`src/include/pkt_mux_defs.svh`:
```
// Sizing macros for the four-channel packet stream multiplexer.
// The packages and the RTL derive every width from these values.

`ifndef PKT_MUX_DEFS_SVH
`define PKT_MUX_DEFS_SVH

// number of input channels feeding the arbiter.
`define PKT_NUM_IN 4

// data beat width in bytes, and the same in bits.
`define PKT_DAT_BYTS 8
`define PKT_DAT_BITS (`PKT_DAT_BYTS * 8)

// width of the sideband control word carried with each beat.
`define PKT_CTL_BITS 8

// bits needed to name one channel. The top bits of ctl hold it.
`define PKT_CHAN_BITS $clog2(`PKT_NUM_IN)

// the mod field counts valid bytes in the last beat, where 0 means all of them.
`define PKT_MOD_BITS $clog2(`PKT_DAT_BYTS)

`endif

```
`src/hdl/pkt_arb_pkg.sv`:
```
// Arbitration types for the packet multiplexer.
// Channel index, per-channel request vector and the run-time mode.

`include "pkt_mux_defs.svh"

package pkt_arb_pkg;

  // index of one input channel.
  typedef logic [`PKT_CHAN_BITS-1:0] chan_t;

  // one bit per channel, used for valid, ready and the markers.
  typedef logic [`PKT_NUM_IN-1:0] req_t;

  // --------------------
  // arbitration modes.
  // --------------------
  // round robin starts its search one past the current channel.
  // high first always starts at the highest channel number.
  typedef enum logic {
    ARB_ROUND_ROBIN = 1'b0,
    ARB_HIGH_FIRST  = 1'b1
  } arb_mode_e;

endpackage

```
`src/hdl/pkt_stream_pkg.sv`:
```
// Stream word types shared by every stage of the packet multiplexer.
// The control word is a union so the channel id can be read or
// written as a field while the source still sees one flat word.

`include "pkt_mux_defs.svh"

package pkt_stream_pkg;

  // one data beat.
  typedef logic [`PKT_DAT_BITS-1:0] dat_t;

  // valid byte count of an end-of-packet beat, 0 means a full beat.
  typedef logic [`PKT_MOD_BITS-1:0] mod_t;

  // --------------------
  // control word views.
  // --------------------
  typedef struct packed {
    logic [`PKT_CHAN_BITS-1:0]               chan; // channel the beat came in on.
    logic [`PKT_CTL_BITS-`PKT_CHAN_BITS-1:0] tag;  // source tag, passed through.
  } ctl_tag_t;

  // raw is the word as sent, tagd splits it into chan and tag.
  typedef union packed {
    logic [`PKT_CTL_BITS-1:0] raw;
    ctl_tag_t                 tagd;
  } ctl_u;

  // delivered packet count. It wraps at the top.
  typedef logic [15:0] cnt_t;

endpackage

```
`src/hdl/pkt_arb.sv`:
```
// Packet-locked arbiter across the input channels.
// Routes one channel's beat to the output and stays on that channel
// until its end-of-packet beat transfers, so packets never interleave.
// The search order is round robin or highest channel first, set by i_mode.

`include "pkt_mux_defs.svh"

module pkt_arb import pkt_stream_pkg::*, pkt_arb_pkg::*; (
  input  logic                  i_clk,
  input  logic                  i_rst,
  input  arb_mode_e             i_mode,
  // per-channel beats from the input stages.
  input  req_t                  i_val,
  input  req_t                  i_sop,
  input  req_t                  i_eop,
  input  req_t                  i_err,
  input  dat_t [`PKT_NUM_IN-1:0] i_dat,
  input  mod_t [`PKT_NUM_IN-1:0] i_mod,
  input  ctl_u [`PKT_NUM_IN-1:0] i_ctl,
  output req_t                  o_rdy,
  // selected beat towards the output stage.
  output logic                  o_val,
  output logic                  o_sop,
  output logic                  o_eop,
  output logic                  o_err,
  output dat_t                  o_dat,
  output mod_t                  o_mod,
  output ctl_u                  o_ctl,
  input  logic                  i_rdy
);

  chan_t ptr;      // channel currently routed to the output.
  logic  locked;   // set while a packet from ptr is in flight.
  chan_t nxt;      // next requesting channel in the current mode.
  logic  eop_xfer; // last beat of the routed packet transfers now.

  // Finds the next channel with a pending beat. Returns cur if none is pending.
  function automatic chan_t get_next(input arb_mode_e mode, input chan_t cur,
                                     input req_t req);
    chan_t cand;
    logic  found;
    get_next = cur;
    found    = 1'b0;
    for (int i = 0; i < `PKT_NUM_IN; i++) begin
      if (mode == ARB_ROUND_ROBIN) begin
        cand = chan_t'((int'(cur) + 1 + i) % `PKT_NUM_IN); // cur itself comes last.
      end else begin
        cand = chan_t'(`PKT_NUM_IN - 1 - i);
      end
      if (!found && req[cand]) begin
        get_next = cand;
        found    = 1'b1;
      end
    end
  endfunction

  // --------------------
  // beat routing.
  // --------------------
  always_comb begin
    o_rdy      = '0;
    o_rdy[ptr] = i_rdy; // only the routed channel sees downstream ready.
    o_val      = i_val[ptr];
    o_sop      = i_sop[ptr];
    o_eop      = i_eop[ptr];
    o_err      = i_err[ptr];
    o_dat      = i_dat[ptr];
    o_mod      = i_mod[ptr];
    o_ctl      = i_ctl[ptr];
  end

  assign nxt      = get_next(i_mode, ptr, i_val);
  assign eop_xfer = o_val && o_eop && i_rdy;

  // --------------------
  // pointer and lock.
  // --------------------
  always_ff @(posedge i_clk) begin
    if (i_rst) begin
      ptr    <= '0;
      locked <= 1'b0;
    end else if (locked) begin
      if (eop_xfer) begin
        locked <= 1'b0; // packet done, free to look elsewhere.
        ptr    <= nxt;
      end
    end else if (i_val[ptr] && !eop_xfer) begin
      // the routed channel has started a packet or is stalled mid-beat.
      locked <= 1'b1;
    end else begin
      ptr <= nxt; // idle channel or a single-beat packet just left.
    end
  end

  // never more than one channel may be granted.
  a_one_grant : assert property (@(posedge i_clk) disable iff (i_rst)
    $onehot0(o_rdy))
    else $error("arbiter granted more than one channel.");

  // a beat that leaves without closing its packet keeps the arbiter locked on that channel.
  a_lock_hold : assert property (@(posedge i_clk) disable iff (i_rst)
    o_val && i_rdy && !o_eop |=> locked && $stable(ptr))
    else $error("arbiter left a channel in the middle of a packet.");

endmodule

```
`src/hdl/pkt_in_stage.sv`:
```
// Input register slice for one channel of the packet multiplexer.
// Holds one beat, takes a new one when empty or draining, and writes
// the channel id into the top bits of the control word.

module pkt_in_stage import pkt_stream_pkg::*, pkt_arb_pkg::*; (
  input  logic  i_clk,
  input  logic  i_rst,
  input  chan_t i_chan,   // fixed id of this channel.
  // upstream side.
  input  logic  i_val,
  input  logic  i_sop,
  input  logic  i_eop,
  input  logic  i_err,
  input  dat_t  i_dat,
  input  mod_t  i_mod,
  input  ctl_u  i_ctl,
  output logic  o_rdy,
  // downstream side, towards the arbiter.
  output logic  o_val,
  output logic  o_sop,
  output logic  o_eop,
  output logic  o_err,
  output dat_t  o_dat,
  output mod_t  o_mod,
  output ctl_u  o_ctl,
  input  logic  i_rdy
);

  ctl_u stamp; // incoming control word with the channel id written in.

  // ready while the slot is empty or its beat leaves this cycle.
  assign o_rdy = !o_val || i_rdy;

  always_comb begin
    stamp           = i_ctl;
    stamp.tagd.chan = i_chan; // tag bits below are left as sent.
  end

  // --------------------
  // one-beat register.
  // --------------------
  always_ff @(posedge i_clk) begin
    if (i_rst) begin
      o_val <= 1'b0;
    end else if (o_rdy) begin
      o_val <= i_val; // goes low again once drained with nothing new behind it.
    end
  end

  // payload only loads when a beat is really accepted.
  always_ff @(posedge i_clk) begin
    if (o_rdy && i_val) begin
      o_sop <= i_sop;
      o_eop <= i_eop;
      o_err <= i_err;
      o_dat <= i_dat;
      o_mod <= i_mod;
      o_ctl <= stamp;
    end
  end

  // a stalled beat stays presented and unchanged until the arbiter takes it.
  a_hold_stable : assert property (@(posedge i_clk) disable iff (i_rst)
    o_val && !i_rdy |=> o_val && $stable(o_dat) && $stable(o_ctl) && $stable(o_mod)
      && $stable(o_sop) && $stable(o_eop) && $stable(o_err))
    else $error("input stage changed a stalled beat.");

endmodule

```
`src/hdl/pkt_mux_top.sv`:
```
// Top level of the four-channel packet stream multiplexer.
// Input slices per channel, a packet-locked arbiter, and an output
// slice with per-channel delivered-packet counters.

`include "pkt_mux_defs.svh"

module pkt_mux_top import pkt_stream_pkg::*, pkt_arb_pkg::*; (
  input  logic                   i_clk,
  input  logic                   i_rst,
  input  arb_mode_e              i_mode,
  // input streams, one lane per channel.
  input  req_t                   i_val,
  input  req_t                   i_sop,
  input  req_t                   i_eop,
  input  req_t                   i_err,
  input  dat_t [`PKT_NUM_IN-1:0] i_dat,
  input  mod_t [`PKT_NUM_IN-1:0] i_mod,
  input  ctl_u [`PKT_NUM_IN-1:0] i_ctl,
  output req_t                   o_rdy,
  // merged output stream.
  output logic                   o_val,
  output logic                   o_sop,
  output logic                   o_eop,
  output logic                   o_err,
  output dat_t                   o_dat,
  output mod_t                   o_mod,
  output ctl_u                   o_ctl,
  input  logic                   i_rdy,
  output cnt_t [`PKT_NUM_IN-1:0] o_pkt_cnt
);

  // --------------------
  // stage to arbiter.
  // --------------------
  req_t                   stg_val, stg_sop, stg_eop, stg_err;
  dat_t [`PKT_NUM_IN-1:0] stg_dat;
  mod_t [`PKT_NUM_IN-1:0] stg_mod;
  ctl_u [`PKT_NUM_IN-1:0] stg_ctl;
  req_t                   arb_rdy; // grant back to the stages.

  // arbiter to output stage.
  logic arb_val, arb_sop, arb_eop, arb_err;
  dat_t arb_dat;
  mod_t arb_mod;
  ctl_u arb_ctl;
  logic out_rdy;

  for (genvar g = 0; g < `PKT_NUM_IN; g++) begin : g_in
    pkt_in_stage pkt_in_stage_inst (
      .i_clk (i_clk),      .i_rst (i_rst),      .i_chan(chan_t'(g)),
      .i_val (i_val[g]),   .i_sop (i_sop[g]),   .i_eop (i_eop[g]),
      .i_err (i_err[g]),   .i_dat (i_dat[g]),   .i_mod (i_mod[g]),
      .i_ctl (i_ctl[g]),   .o_rdy (o_rdy[g]),
      .o_val (stg_val[g]), .o_sop (stg_sop[g]), .o_eop (stg_eop[g]),
      .o_err (stg_err[g]), .o_dat (stg_dat[g]), .o_mod (stg_mod[g]),
      .o_ctl (stg_ctl[g]), .i_rdy (arb_rdy[g])
    );
  end

  pkt_arb pkt_arb_inst (
    .i_clk(i_clk),   .i_rst(i_rst),   .i_mode(i_mode),
    .i_val(stg_val), .i_sop(stg_sop), .i_eop(stg_eop), .i_err(stg_err),
    .i_dat(stg_dat), .i_mod(stg_mod), .i_ctl(stg_ctl), .o_rdy(arb_rdy),
    .o_val(arb_val), .o_sop(arb_sop), .o_eop(arb_eop), .o_err(arb_err),
    .o_dat(arb_dat), .o_mod(arb_mod), .o_ctl(arb_ctl), .i_rdy(out_rdy)
  );

  pkt_out_stage pkt_out_stage_inst (
    .i_clk(i_clk),   .i_rst(i_rst),
    .i_val(arb_val), .i_sop(arb_sop), .i_eop(arb_eop), .i_err(arb_err),
    .i_dat(arb_dat), .i_mod(arb_mod), .i_ctl(arb_ctl), .o_rdy(out_rdy),
    .o_val(o_val),   .o_sop(o_sop),   .o_eop(o_eop),   .o_err(o_err),
    .o_dat(o_dat),   .o_mod(o_mod),   .o_ctl(o_ctl),   .i_rdy(i_rdy),
    .o_pkt_cnt(o_pkt_cnt)
  );

endmodule

```
`src/hdl/pkt_out_stage.sv`:
```
// Output register slice of the packet multiplexer.
// Holds one beat for the downstream sink and counts delivered packets
// per channel, using the channel id carried in the control word.

`include "pkt_mux_defs.svh"

module pkt_out_stage import pkt_stream_pkg::*; (
  input  logic                   i_clk,
  input  logic                   i_rst,
  // selected beat from the arbiter.
  input  logic                   i_val,
  input  logic                   i_sop,
  input  logic                   i_eop,
  input  logic                   i_err,
  input  dat_t                   i_dat,
  input  mod_t                   i_mod,
  input  ctl_u                   i_ctl,
  output logic                   o_rdy,
  // output stream.
  output logic                   o_val,
  output logic                   o_sop,
  output logic                   o_eop,
  output logic                   o_err,
  output dat_t                   o_dat,
  output mod_t                   o_mod,
  output ctl_u                   o_ctl,
  input  logic                   i_rdy,
  // delivered packets, one counter per channel.
  output cnt_t [`PKT_NUM_IN-1:0] o_pkt_cnt
);

  logic pkt_open; // a sop has been accepted and its eop has not yet.
  logic acc;      // a beat is accepted into the register this cycle.

  assign o_rdy = !o_val || i_rdy; // same rule as the input stages.
  assign acc   = i_val && o_rdy;

  // --------------------
  // one-beat register.
  // --------------------
  always_ff @(posedge i_clk) begin
    if (i_rst) begin
      o_val <= 1'b0;
    end else if (o_rdy) begin
      o_val <= i_val;
    end
  end

  always_ff @(posedge i_clk) begin
    if (acc) begin
      o_sop <= i_sop;
      o_eop <= i_eop;
      o_err <= i_err;
      o_dat <= i_dat;
      o_mod <= i_mod;
      o_ctl <= i_ctl;
    end
  end

  // tracks packet framing on the accepting side of the register.
  always_ff @(posedge i_clk) begin
    if (i_rst) begin
      pkt_open <= 1'b0;
    end else if (acc) begin
      pkt_open <= !i_eop; // a single-beat packet never opens.
    end
  end

  // --------------------
  // delivered-packet counters.
  // --------------------
  // the channel id is read back from the top bits of the leaving ctl word.
  always_ff @(posedge i_clk) begin
    if (i_rst) begin
      o_pkt_cnt <= '0;
    end else if (o_val && i_rdy && o_eop) begin
      o_pkt_cnt[o_ctl.tagd.chan] <= o_pkt_cnt[o_ctl.tagd.chan] + 1'b1; // wraps.
    end
  end

  // a new packet may only start once the previous one has closed.
  a_no_nested_sop : assert property (@(posedge i_clk) disable iff (i_rst)
    acc && i_sop |-> !pkt_open)
    else $error("sop accepted while a packet was still open.");

endmodule

```
`config.mk`:
```
export PLATFORM = sky130hd
export DESIGN_NAME = pkt_mux_top
export DESIGN_NICKNAME = d
export VERILOG_FILES = /design/src/hdl/pkt_arb_pkg.sv /design/src/hdl/pkt_stream_pkg.sv /design/src/hdl/pkt_arb.sv /design/src/hdl/pkt_in_stage.sv /design/src/hdl/pkt_mux_top.sv /design/src/hdl/pkt_out_stage.sv
export VERILOG_INCLUDE_DIRS = /design/src /design/src/include
export SDC_FILE = /design/constraint.sdc
export NUM_CORES = 1
export LEC_CHECK = 0
export BUFFER_PORTS_ARGS = -buffer_cell sky130_fd_sc_hd__buf_2
export CELL_PAD_IN_SITES_DETAIL_PLACEMENT = 1
export CELL_PAD_IN_SITES_GLOBAL_PLACEMENT = 2
export CORE_AREA = 2 2 232 234
export DETAILED_ROUTE_END_ITERATION = 8
export DIE_AREA = 0 0 234 236
export GPL_TIMING_DRIVEN = 0
export PLACE_DENSITY = 0.71
export REMOVE_ABC_BUFFERS = 1
export SKIP_LAST_GASP = 1
export SLEW_MARGIN = 0
export SYNTH_ARGS = -nofsm -noshare
export SYNTH_HDL_FRONTEND = slang
export SYNTH_SLANG_ARGS = --single-unit
export TNS_END_PERCENT = 5
```
`constraint.sdc`:
```
create_clock -name i_clk -period 6.4 [get_ports i_clk]
set_input_delay 0.96 -clock i_clk [delete_from_list [all_inputs] [get_ports i_clk]]
set_output_delay 0.96 -clock i_clk [all_outputs]
set_load 0.05 [all_outputs]
```
# Yosys cells after proc, flatten, opt, wreduce, memory -nomap -nowiden
# Index checks and enable logic that the tools add are counted.
# totals
register_bits,454
output_inout_bits,147
wordCells,133
input_bits,320
# classes
n_mux,46
order_cmp,8
addsub,5
n_reduce_logical,30
bitwise,1
eq_ne,2
# op_table
op,count
$bmux W64 S2,1
$bwmux W64,1
$mux W64,1
$bmux W16 S2,1
$demux W16 S2,1
$mux W16,2
$mux W2,11
$lt A2 B3 Y1 const B,6
$add A16 B1 Y16 const B,1
$bmux W1 S2,8
$bmux W8 S2,1
$logic_and A1 B1 Y1,15
$mux W1,15
$logic_not A1 Y1,9
$mux W8,1
$bmux W3 S2,1
$logic_or A1 B1 Y1,5
$add A2 B1 Y2 const B,2
$add A2 B2 Y2 const B,2
$and A4 B4 Y4,1
$ge A2 B1 Y1 const B,2
$mux W3,1
$demux W1 S2,1
$ne A2 B1 Y1 const B,1
2 further kinds,2

# Depth between registers and ports, before layout
# Gate-level depths: netlist (run 1).
# logic_depth
word_depth,16
depth_mapped,12
mapped_depth_nobuf,8

# Modules after synthesis
# From an unflattened synthesis (run 1), not the netlist that was laid out.
# unflattened
cells_unflattened,849
area_unflattened_um2,17157.7
# by_module_without_submodules
module,cells_per_inst,seq_area_each_um2,instances,area_per_inst_um2
pkt_in_stage,83,2362.3,4,2397.3
pkt_out_stage,369,3643.5,1,5307.6
pkt_arb,146,60.1,1,2253.4
pkt_mux_top,2,0.0,1,7.5

# Least setup slack after synthesis (run 1)
# OpenSTA, ideal clock, no wires.
# synth_path
path_kind,input-to-reg
start,input port i_rdy
end,register pkt_arb_inst.ptr[0]
t_arrival_ns,3.569
setup_ns,0.133
slack_ns,2.698
path_stages,6
n_path_buf,0
cell_sequence,nand2b_1 > and2_1 > o2bb2ai_1 > inv_1 > o21ai_0 > a31oi_1
# synth_via
elab_chain_cells,6
word_cells_on_any_way,7
cone_classes,2 x eq/ne; 5 x reduce/logical
# synth_rtl
item,line_no,source
"start, declared",pkt_mux_top.sv:28,"input logic i_rdy,"
$logic_or A1 B1 Y1 *,pkt_out_stage.sv:35,assign o_rdy = !o_val || i_rdy;
$logic_and A1 B1 Y1 *,pkt_arb.sv:73,assign eop_xfer = o_val && o_eop && i_rdy;
$logic_not A1 Y1,pkt_arb.sv:87,end else if (i_val[ptr] && !eop_xfer) begin
$logic_and A1 B1 Y1,pkt_arb.sv:87,
$ne A2 B1 Y1 (no source line),-,
$reduce_and A2 Y1 (no source line) *,-,
"end signal, assigned",pkt_arb.sv:85,ptr <= nxt;
"end signal, assigned",pkt_arb.sv:91,ptr <= nxt;
"end, declared",pkt_arb.sv:32,chan_t ptr;
# Mark *: on every way between the ends. The rest lies on a longest branch, timed or not.
# A chain may end at the register's enable or synchronous reset.

# Worst setup path in the final report (run 1)
# layout_path
start,register pkt_out_stage_inst.o_ctl[6] (netlist name)
end,register pkt_out_stage_inst.o_pkt_cnt[40] (netlist name)
# layout_via
elab_chain_cells,5
word_cells_on_any_way,9
cone_classes,1 x add/sub; 2 x order compare; 5 x mux; 1 x reduce/logical
# layout_rtl
item,line_no,source
"start, declared",pkt_out_stage.sv:26,"output ctl_u o_ctl,"
"start signal, assigned",pkt_out_stage.sv:56,o_ctl <= i_ctl;
"parallel branches: the longest is 4 deep, another holds $add A16 B1 Y16",-,
$bwmux W64 *,pkt_out_stage.sv:77,o_pkt_cnt[o_ctl.tagd.chan] <= o_pkt_cnt[o_ctl.tagd.chan] + 1'b1;
"end signal, assigned by index",pkt_out_stage.sv:77,
"end, declared",pkt_out_stage.sv:29,output cnt_t [`PKT_NUM_IN-1:0] o_pkt_cnt
# Mark *: on every way between the ends. The select of a mux whose other input is x is not followed.

==> summary.md, run 1 <==
| Metric | Value |
|---|---|
| Layout net count | 1635 |
| Library cells used by synthesis | 41 |
| Static leakage | 7.93 nW |
| Vias after detailed routing | 9804 |
| Max incr delay on CP | 1.20 ns |
| CTS Sinks | 454 |
| Starting DRT DRC Count | 563 |
| WS Path Type | reg2reg |
| Crit share post-route | 55.2% |
| Die area | 0.0552 sq mm |
| Final Instance Area | 0.0215 sq mm |
| Mapped Cells | 839 |
| Crit-path slowest cell | edfxtp_1 |
| Starting Density | 31.6% |
| Std cell rows | 85 |
| TritonCTS buffer count | 49 |
| Pin count of the biggest net entering global routing | 73 |
| R2R Path End | pkt_out_stage_inst.o_pkt_cnt[40] |
| FMAX | 283 MHz |
| Finish-stage setup viols | 0 |
| WHS Path Cells | 2 |
| Routed wire length | 48.8 mm |
| Gr busiest metal | met2 |
| Met2 usage | 29.6% |
| Worst R2R Start | pkt_out_stage_inst.o_ctl[6] |
| RSZ-0062 raised after global routing | no |
| Met3 global-route usage | 7.86% |
| Max_slew headroom | 13.9% |
| CTS tree | built |
| Syn avg cell area | 20.0 sq um |
| Crit start category | register |
| Final core occ | 40.6% |
| DR pass1 iterations | 4 |
| Critical path buffer and inverter count | 0 |
| Drt wl/cell | 23.7 um |
| Crit path DAT | 3.96 ns |
| Yosys reg bits | 454 |
| Most frequent cells in the layout | buf_2 (457), edfxtp_1 (382), mux4_2 (82), nor2_1 (75), dfxtp_1 (70) |
| Synthesized area | 0.0167 sq mm |
| CP top delay family | flip-flops |
| Worst Hold Launch | pkt_out_stage_inst.o_pkt_cnt[14] |
| GRT overflow | 0 |
| Number of global-route vias before repair | 10800 |
| Max-cap violations | 0 |
| Slew Limit Fails | 0 |
| Post-layout min period | 3.53 ns |
| Crit. End Element | register |
| I/O Buffers | 458 |
| Final ANT Viol Nets | 0 |
| Final Hold Viols | 0 |
| Reg2Reg Depth | 8 |
| Clk Tree Root Cell | clkbuf_16 |
| Worst-path fanout max | 21 |
| FFs w/ async S/R, synth | 0% |
| PostCTS Resize Cnt | 0 |
| EDFF count, synth | 382 |
| DRC violations left | 0 |
| Yosys warning count | 0 |
| Worst-path clk slew | 0.06 ns |
| Reg2Reg Setup Slack | 2.87 ns |
| H-tree depth | 2 |
| Placed cell areas | 0.0200 sq mm |
| Req. time, crit path | 6.83 ns |
| Die height | 236 um |
| Crit-path cells | mux4_2, ha_1, nand2_1, o22a_1, nor2_1, nand3_1, xor2_1, a211oi_1 |
| Skew-Pair Late Insertion Delay | 0.59 ns |
| Seq/Total Area, Yosys | 77.1% |
| Vias/cell | 4.76 |
| Worst-Margin Slew | 1.29 ns |
| Hold Path End | pkt_out_stage_inst.o_pkt_cnt[14] |
| Tot GR Track Use | 17.6% |
| Design Power | 9.14 mW |
| Post-CTS Setup Bufs | 0 |
| M1 GR Usage | 20.4% |
| Hold Crit Class | reg2reg |
| First-pass GRT wire length | 71.0 mm |
| Status | finished, final reports clean |
| Top_reg_cell synth | edfxtp_1 |
| Core area | 0.0531 sq mm |
| Layout cells sized above 1 | 47.3% |
| Final Skew | 0.0179 ns |
| Cell Pwr Density | 425 mW/mm^2 |
| Hpwl dp | 34.2 mm |
| # hold bufs at CTS | 0 |
| Ports | 467 |
| Commonest non-fill, non-tap cell in the layout | buf_2 |
| Initial antenna violation count | 39 |
| Layout area overhead | 28.5% |
| Max Root-Sink Buffers | 3 |
| RD Place Congestion | 0.770 |
| Die width | 234 um |
| Peak VDD IR | 0.216 mV |
stage by stage:
| stage | setup slack [ns] | setup TNS, ns | cells | hold WS (ns) |
|---|---|---|---|---|
| 2_1_floorplan | -0.252 | -18.86 | 788 | 0.502 |
| 3_3_place_gp | -4.14 | -1299.40 | 1942 | 0.498 |
| 3_5_place_dp | 2.78 | 0 | 1955 | 0.507 |
| 4_1_cts | 2.77 | 0 | 2040 | 0.508 |
| 5_1_grt | 2.62 | 0 | 2051 | 0.503 |
| 6_report | 2.87 | 0 | 2059 | 0.512 |
cell families (layout without fill, tap and decap cells):
group | count (synthesis) | after routing | synth area share (%)
AOI/OAI and AO/OA | 79 | 79 | 3.41
xor gates and xnor gates | 14 | 14 | 0.732
adders and majority gates | 5 | 5 | 0.374
buffers and inverters | 58 | 563 | 1.81
DFF | 454 | 454 | 77.1
muxes | 103 | 103 | 13.2
other | 0 | 19 | 0
and+or+nand+nor | 126 | 126 | 3.33
cell type report:
cell class	count	area, sq um
flip-flops and latches	454	12900
diodes	19	47.5
fillers	5348	31500
clock inverters	19	206
inverters	7	26.3
clock buffers	66	1310
multi-input cells	327	3570
repair buffers	471	2580
well taps	696	871
state kept, by name (all words and copies together) (netlist names), 8 cells and up:
name and cells:
pkt_out_stage_inst.o_pkt_cnt 64, g_in.pkt_in_stage_inst.o_dat 256, g_in.pkt_in_stage_inst.o_mod 12, g_in.pkt_in_stage_inst.o_ctl 24, pkt_out_stage_inst.o_ctl 8, pkt_out_stage_inst.o_dat 64
worst max path at each step:
stage	cells past startpoint	startpoint	endpoint	slack [ns]
3_3_place_gp	5	pkt_arb_inst.ptr[0]	pkt_arb_inst.ptr[1]	-4.14
5_1_grt	8	pkt_out_stage_inst.o_ctl[6]	pkt_out_stage_inst.o_pkt_cnt[46]	2.62
6_report	8	pkt_out_stage_inst.o_ctl[6]	pkt_out_stage_inst.o_pkt_cnt[40]	2.87
4_1_cts	8	pkt_out_stage_inst.o_ctl[6]	pkt_out_stage_inst.o_pkt_cnt[40]	2.77
2_1_floorplan	5	pkt_arb_inst.ptr[0]	pkt_arb_inst.ptr[1]	-0.25
3_5_place_dp	8	pkt_out_stage_inst.o_ctl[6]	pkt_out_stage_inst.o_pkt_cnt[40]	2.78
routing by layer:
metal,wire length [um],vias to the layer above,share of wire (%)
met4,942,42,1.9
met3,4850,98,9.9
met1,18600,4893,38
li1,-,4365,-
met2,24100,406,49
met5,274,-,0.56
cell usage after synthesis (all sizes together) (5+ instances only):
library cell / number / area [sq um]
edfxtp: 382 / 11500
mux4: 92 / 2110
nor2: 77 / 289
dfxtp: 72 / 1440
a211oi: 59 / 443
buf: 26 / 176
clkbuf: 24 / 90.1
nand2: 18 / 67.6
mux2i: 11 / 110
xor2: 9 / 78.8
a21oi: 8 / 40.0
inv: 7 / 26.3
nand3: 7 / 35.0
and2: 5 / 31.3
ha: 5 / 62.6
nand4: 5 / 37.5
xnor2: 5 / 43.8
power by group:
part | total [mW] | internal, mW | switching, mW
clock | 2.70 | 1.53 | 1.17
combinational | 2.35 | 0.717 | 1.63
sequential | 4.09 | 3.83 | 0.255
total | 9.14 | 6.08 | 3.06
tightest hold or removal path, stage by stage, from the launching register on:
cell      delay, ns
dfxtp_1        0.32
nor2_1         0.10
a211oi_1       0.05
Note: power is estimated with default switching activity, not from simulation.
==> run 2, diff against run 1 <==
--- a/config.mk
+++ b/config.mk
@@ -6,14 +6,15 @@
 export SDC_FILE = /design/constraint.sdc
 export NUM_CORES = 1
 export LEC_CHECK = 0
+export ABC_AREA = 1
 export BUFFER_PORTS_ARGS = -buffer_cell sky130_fd_sc_hd__buf_2
 export CELL_PAD_IN_SITES_DETAIL_PLACEMENT = 1
 export CELL_PAD_IN_SITES_GLOBAL_PLACEMENT = 2
-export CORE_AREA = 2 2 232 234
+export CORE_AREA = 2 2 241 243
 export DETAILED_ROUTE_END_ITERATION = 8
-export DIE_AREA = 0 0 234 236
+export DIE_AREA = 0 0 243 245
 export GPL_TIMING_DRIVEN = 0
-export PLACE_DENSITY = 0.71
+export PLACE_DENSITY = 0.77
 export REMOVE_ABC_BUFFERS = 1
 export SKIP_LAST_GASP = 1
 export SLEW_MARGIN = 0
==> constraint.sdc (replaced) <==
create_clock -name i_clk -period 3.4 [get_ports i_clk]
set_input_delay 0.51 -clock i_clk [delete_from_list [all_inputs] [get_ports i_clk]]
set_output_delay 0.51 -clock i_clk [all_outputs]
set_load 0.05 [all_outputs]
==> summary.md, run 2 <==
| Metric | Value |
|---|---|
| I/O Buffers | 458 |
| Placed cell areas | 0.0215 sq mm |
| H-tree depth | 2 |
| Hpwl dp | 44.1 mm |
| Peak VDD IR | 0.529 mV |
| Multi-input gate area | 0.00436 sq mm |
| Post-CTS Setup Bufs | 0 |
| Final Instance Area | 0.0230 sq mm |
| Most frequent cells in the layout | buf_2 (458), edfxtp_1 (382), nor2_1 (266), nand2_1 (203), o21ai_0 (180) |
| Yosys reg bits | 454 |
| Area leader, netlist | edfxtp_1 |
| Die area | 0.0595 sq mm |
| TritonCTS buffer count | 49 |
| Crit share post-route | 91.5% |
| PostCTS Resize Cnt | 1 |
| Yosys warning count | 0 |
| Synth cell count leaders | edfxtp_1 (382), nor2_1 (274), nand2_1 (203) |
| Crit path DAT | 2.60 ns |
| DR pass1 iterations | 5 |
| Worst R2R Start | pkt_arb_inst.ptr[0] |
| CTS Sinks | 454 |
| Setup crit end | o_rdy[2] |
| Worst-path clk slew | 0.06 ns |
| Finish-stage setup viols | 0 |
| Die height | 245 um |
| Top reg by flops | g_in.pkt_in_stage_inst.o_dat |
| WS Path Type | reg2out |
| Initial antenna violation count | 43 |
| Worst-Margin Slew | 1.20 ns |
| Clk Tree Root Cell | clkbuf_16 |
| Reg2Reg Depth | 9 |
| Yosys top cell area share | 63.7% |
| Top_reg_cell synth | edfxtp_1 |
| Vias after detailed routing | 13700 |
| Crit. End Element | primary output |
| EDFF count, synth | 382 |
| RSZ-0062 raised after global routing | no |
| Drt wl/cell | 22.0 um |
| Max FFs per register | 256 |
| Hold Crit Class | in2reg |
| Commonest non-fill, non-tap cell in the layout | buf_2 |
| Vias/cell | 4.86 |
| Post-layout min period | 3.11 ns |
| # hold bufs at CTS | 0 |
| Number of global-route vias before repair | 14300 |
| Layout net count | 2327 |
| FILL cells | 6412 |
| Std cell rows | 88 |
| Design Power | 18.7 mW |
| Syn avg cell area | 11.6 sq um |
| Worst-path fanout max | 74 |
| FFs w/ async S/R, synth | 0% |
| Max Root-Sink Buffers | 3 |
| Ports | 467 |
| Seq/Total Area, Yosys | 71.7% |
| Pin count of the biggest net entering global routing | 121 |
| Die width | 243 um |
| Static leakage | 9.39 nW |
| CTS tree | built |
| Library cells used by synthesis | 28 |
| Crit start category | register |
| R2R Path End | pkt_out_stage_inst.o_dat[14] |
| Area occupied by registers | 0.0129 sq mm |
| Tot GR Track Use | 20.3% |
| Max-cap violations | 0 |
| Layout cells sized above 1 | 30.6% |
| Final ANT Viol Nets | 0 |
| Synthesized area | 0.0180 sq mm |
| Starting DRT DRC Count | 804 |
| Final Skew | 0.0210 ns |
| Final Hold Viols | 0 |
| Routed wire length | 62.1 mm |
| Most frequent cell after synthesis | edfxtp_1 |
| First-pass GRT wire length | 90.6 mm |
| Setup crit start | pkt_arb_inst.ptr[0] |
| GRT overflow | 0 |
| Reg2Reg Setup Slack | 0.34 ns |
| Mapped Cells | 1555 |
| Layout area overhead | 28.0% |
| Slew Limit Fails | 0 |
| Synth top area cells | edfxtp_1 (64%), dfxtp_1 (8.0%), nor2_1 (5.7%), o21ai_0 (5.0%), nand2_1 (4.2%) |
| Skew-Pair Late Insertion Delay | 0.60 ns |
| Starting Density | 31.6% |
| Status | finished, final reports clean |
| DRC violations left | 0 |
| Max_slew headroom | 19.8% |
| Cell Pwr Density | 812 mW/mm^2 |
| FMAX | 321 MHz |
| Req. time, crit path | 2.89 ns |
| RD Place Congestion | 0.815 |
| Core area | 0.0570 sq mm |
| Largest regs | g_in.pkt_in_stage_inst.o_dat (256), pkt_out_stage_inst.o_dat (64), pkt_out_stage_inst.o_pkt_cnt (64) |
==> run 2: changes by cell type after synthesis, sizes merged, moves of 87 or more <==
cell | previous run | this run
nand3 | 7 | 94
o21ai | 2 | 181
mux4 | 92 | 0
inv | 7 | 100
nor2 | 77 | 291
nand2 | 18 | 220
==> run 2: metrics by stage <==
step,setup slack [ns],hold slack [ns],setup TNS (ns),std cells,util [%]
finish,0.288,0.0795,0,2824,40.4
global placement,-12.70,0.508,-5037.48,2691,36.5
floorplan,-5.01,0.512,-1866.06,1468,-
CTS,0.0309,0.0552,0,2805,40.3
detailed placement,-0.436,0.518,-2.57,2715,37.6
global route,0.0889,0.0580,0,2814,40.4
==> run 2: worst min-delay path by stage <==
stage                                               end                        startpoint  cells past startpoint
detailed placement     pkt_out_stage_inst.o_pkt_cnt[36]  pkt_out_stage_inst.o_pkt_cnt[36]                      2
CTS                  g_in[0].pkt_in_stage_inst.o_dat[3]                          i_dat[3]                      1
global route        g_in[0].pkt_in_stage_inst.o_dat[17]                         i_dat[17]                      1
floorplan                           pkt_arb_inst.locked               pkt_arb_inst.locked                      2
finish              g_in[3].pkt_in_stage_inst.o_dat[43]                        i_dat[235]                      1
global placement       pkt_out_stage_inst.o_pkt_cnt[52]  pkt_out_stage_inst.o_pkt_cnt[52]                      2
==> run 2: kinds of logic after synthesis <==
logic type               synth area share [%]
AND/OR/NAND/NOR                          14.3
AO/OA/AOI/OAI                            8.84
XOR/XNOR                                0.368
buffers and inverters                    4.39
flip-flops                               71.7
adder cells (fa/ha/maj)                 0.348
==> run 2: critical path, cell delays in order (launching register included) <==
cell,delay [ns]
dfxtp_4,0.49
buf_16,0.35
inv_6,0.20
ha_1,0.28
a21oi_1,0.29
inv_1,0.11
buf_2,0.23
==> run 2: area by class of cell <==
type	count	area share, %
Antenna cell	18	0.195
Sequential cell	454	56.1
Timing Repair Buffer	483	12.5
Clock inverter	31	1.08
Inverter	100	1.66
Tap cell	765	4.15
Clock buffer	59	5.48
Multi-Input combinational cell	914	18.9
==> run 2: routing by layer <==
metal	share of wire [%]	GRT usage [%]	vias up	wire (um)
li1	-	-	6326	-
met1	39	23.7	6728	24500
met2	49	34.7	447	30200
met3	7.8	7.01	165	4840
met4	3.6	7.36	52	2230
met5	0.56	0	-	345
==> run 2: power breakdown <==
part           internal (mW)  leakage, nW  switching [mW]
logic                   1.40         4.40            4.51
registers               7.26         4.24           0.391
clock network           2.88        0.741            2.27
total                   11.5         9.39            7.16
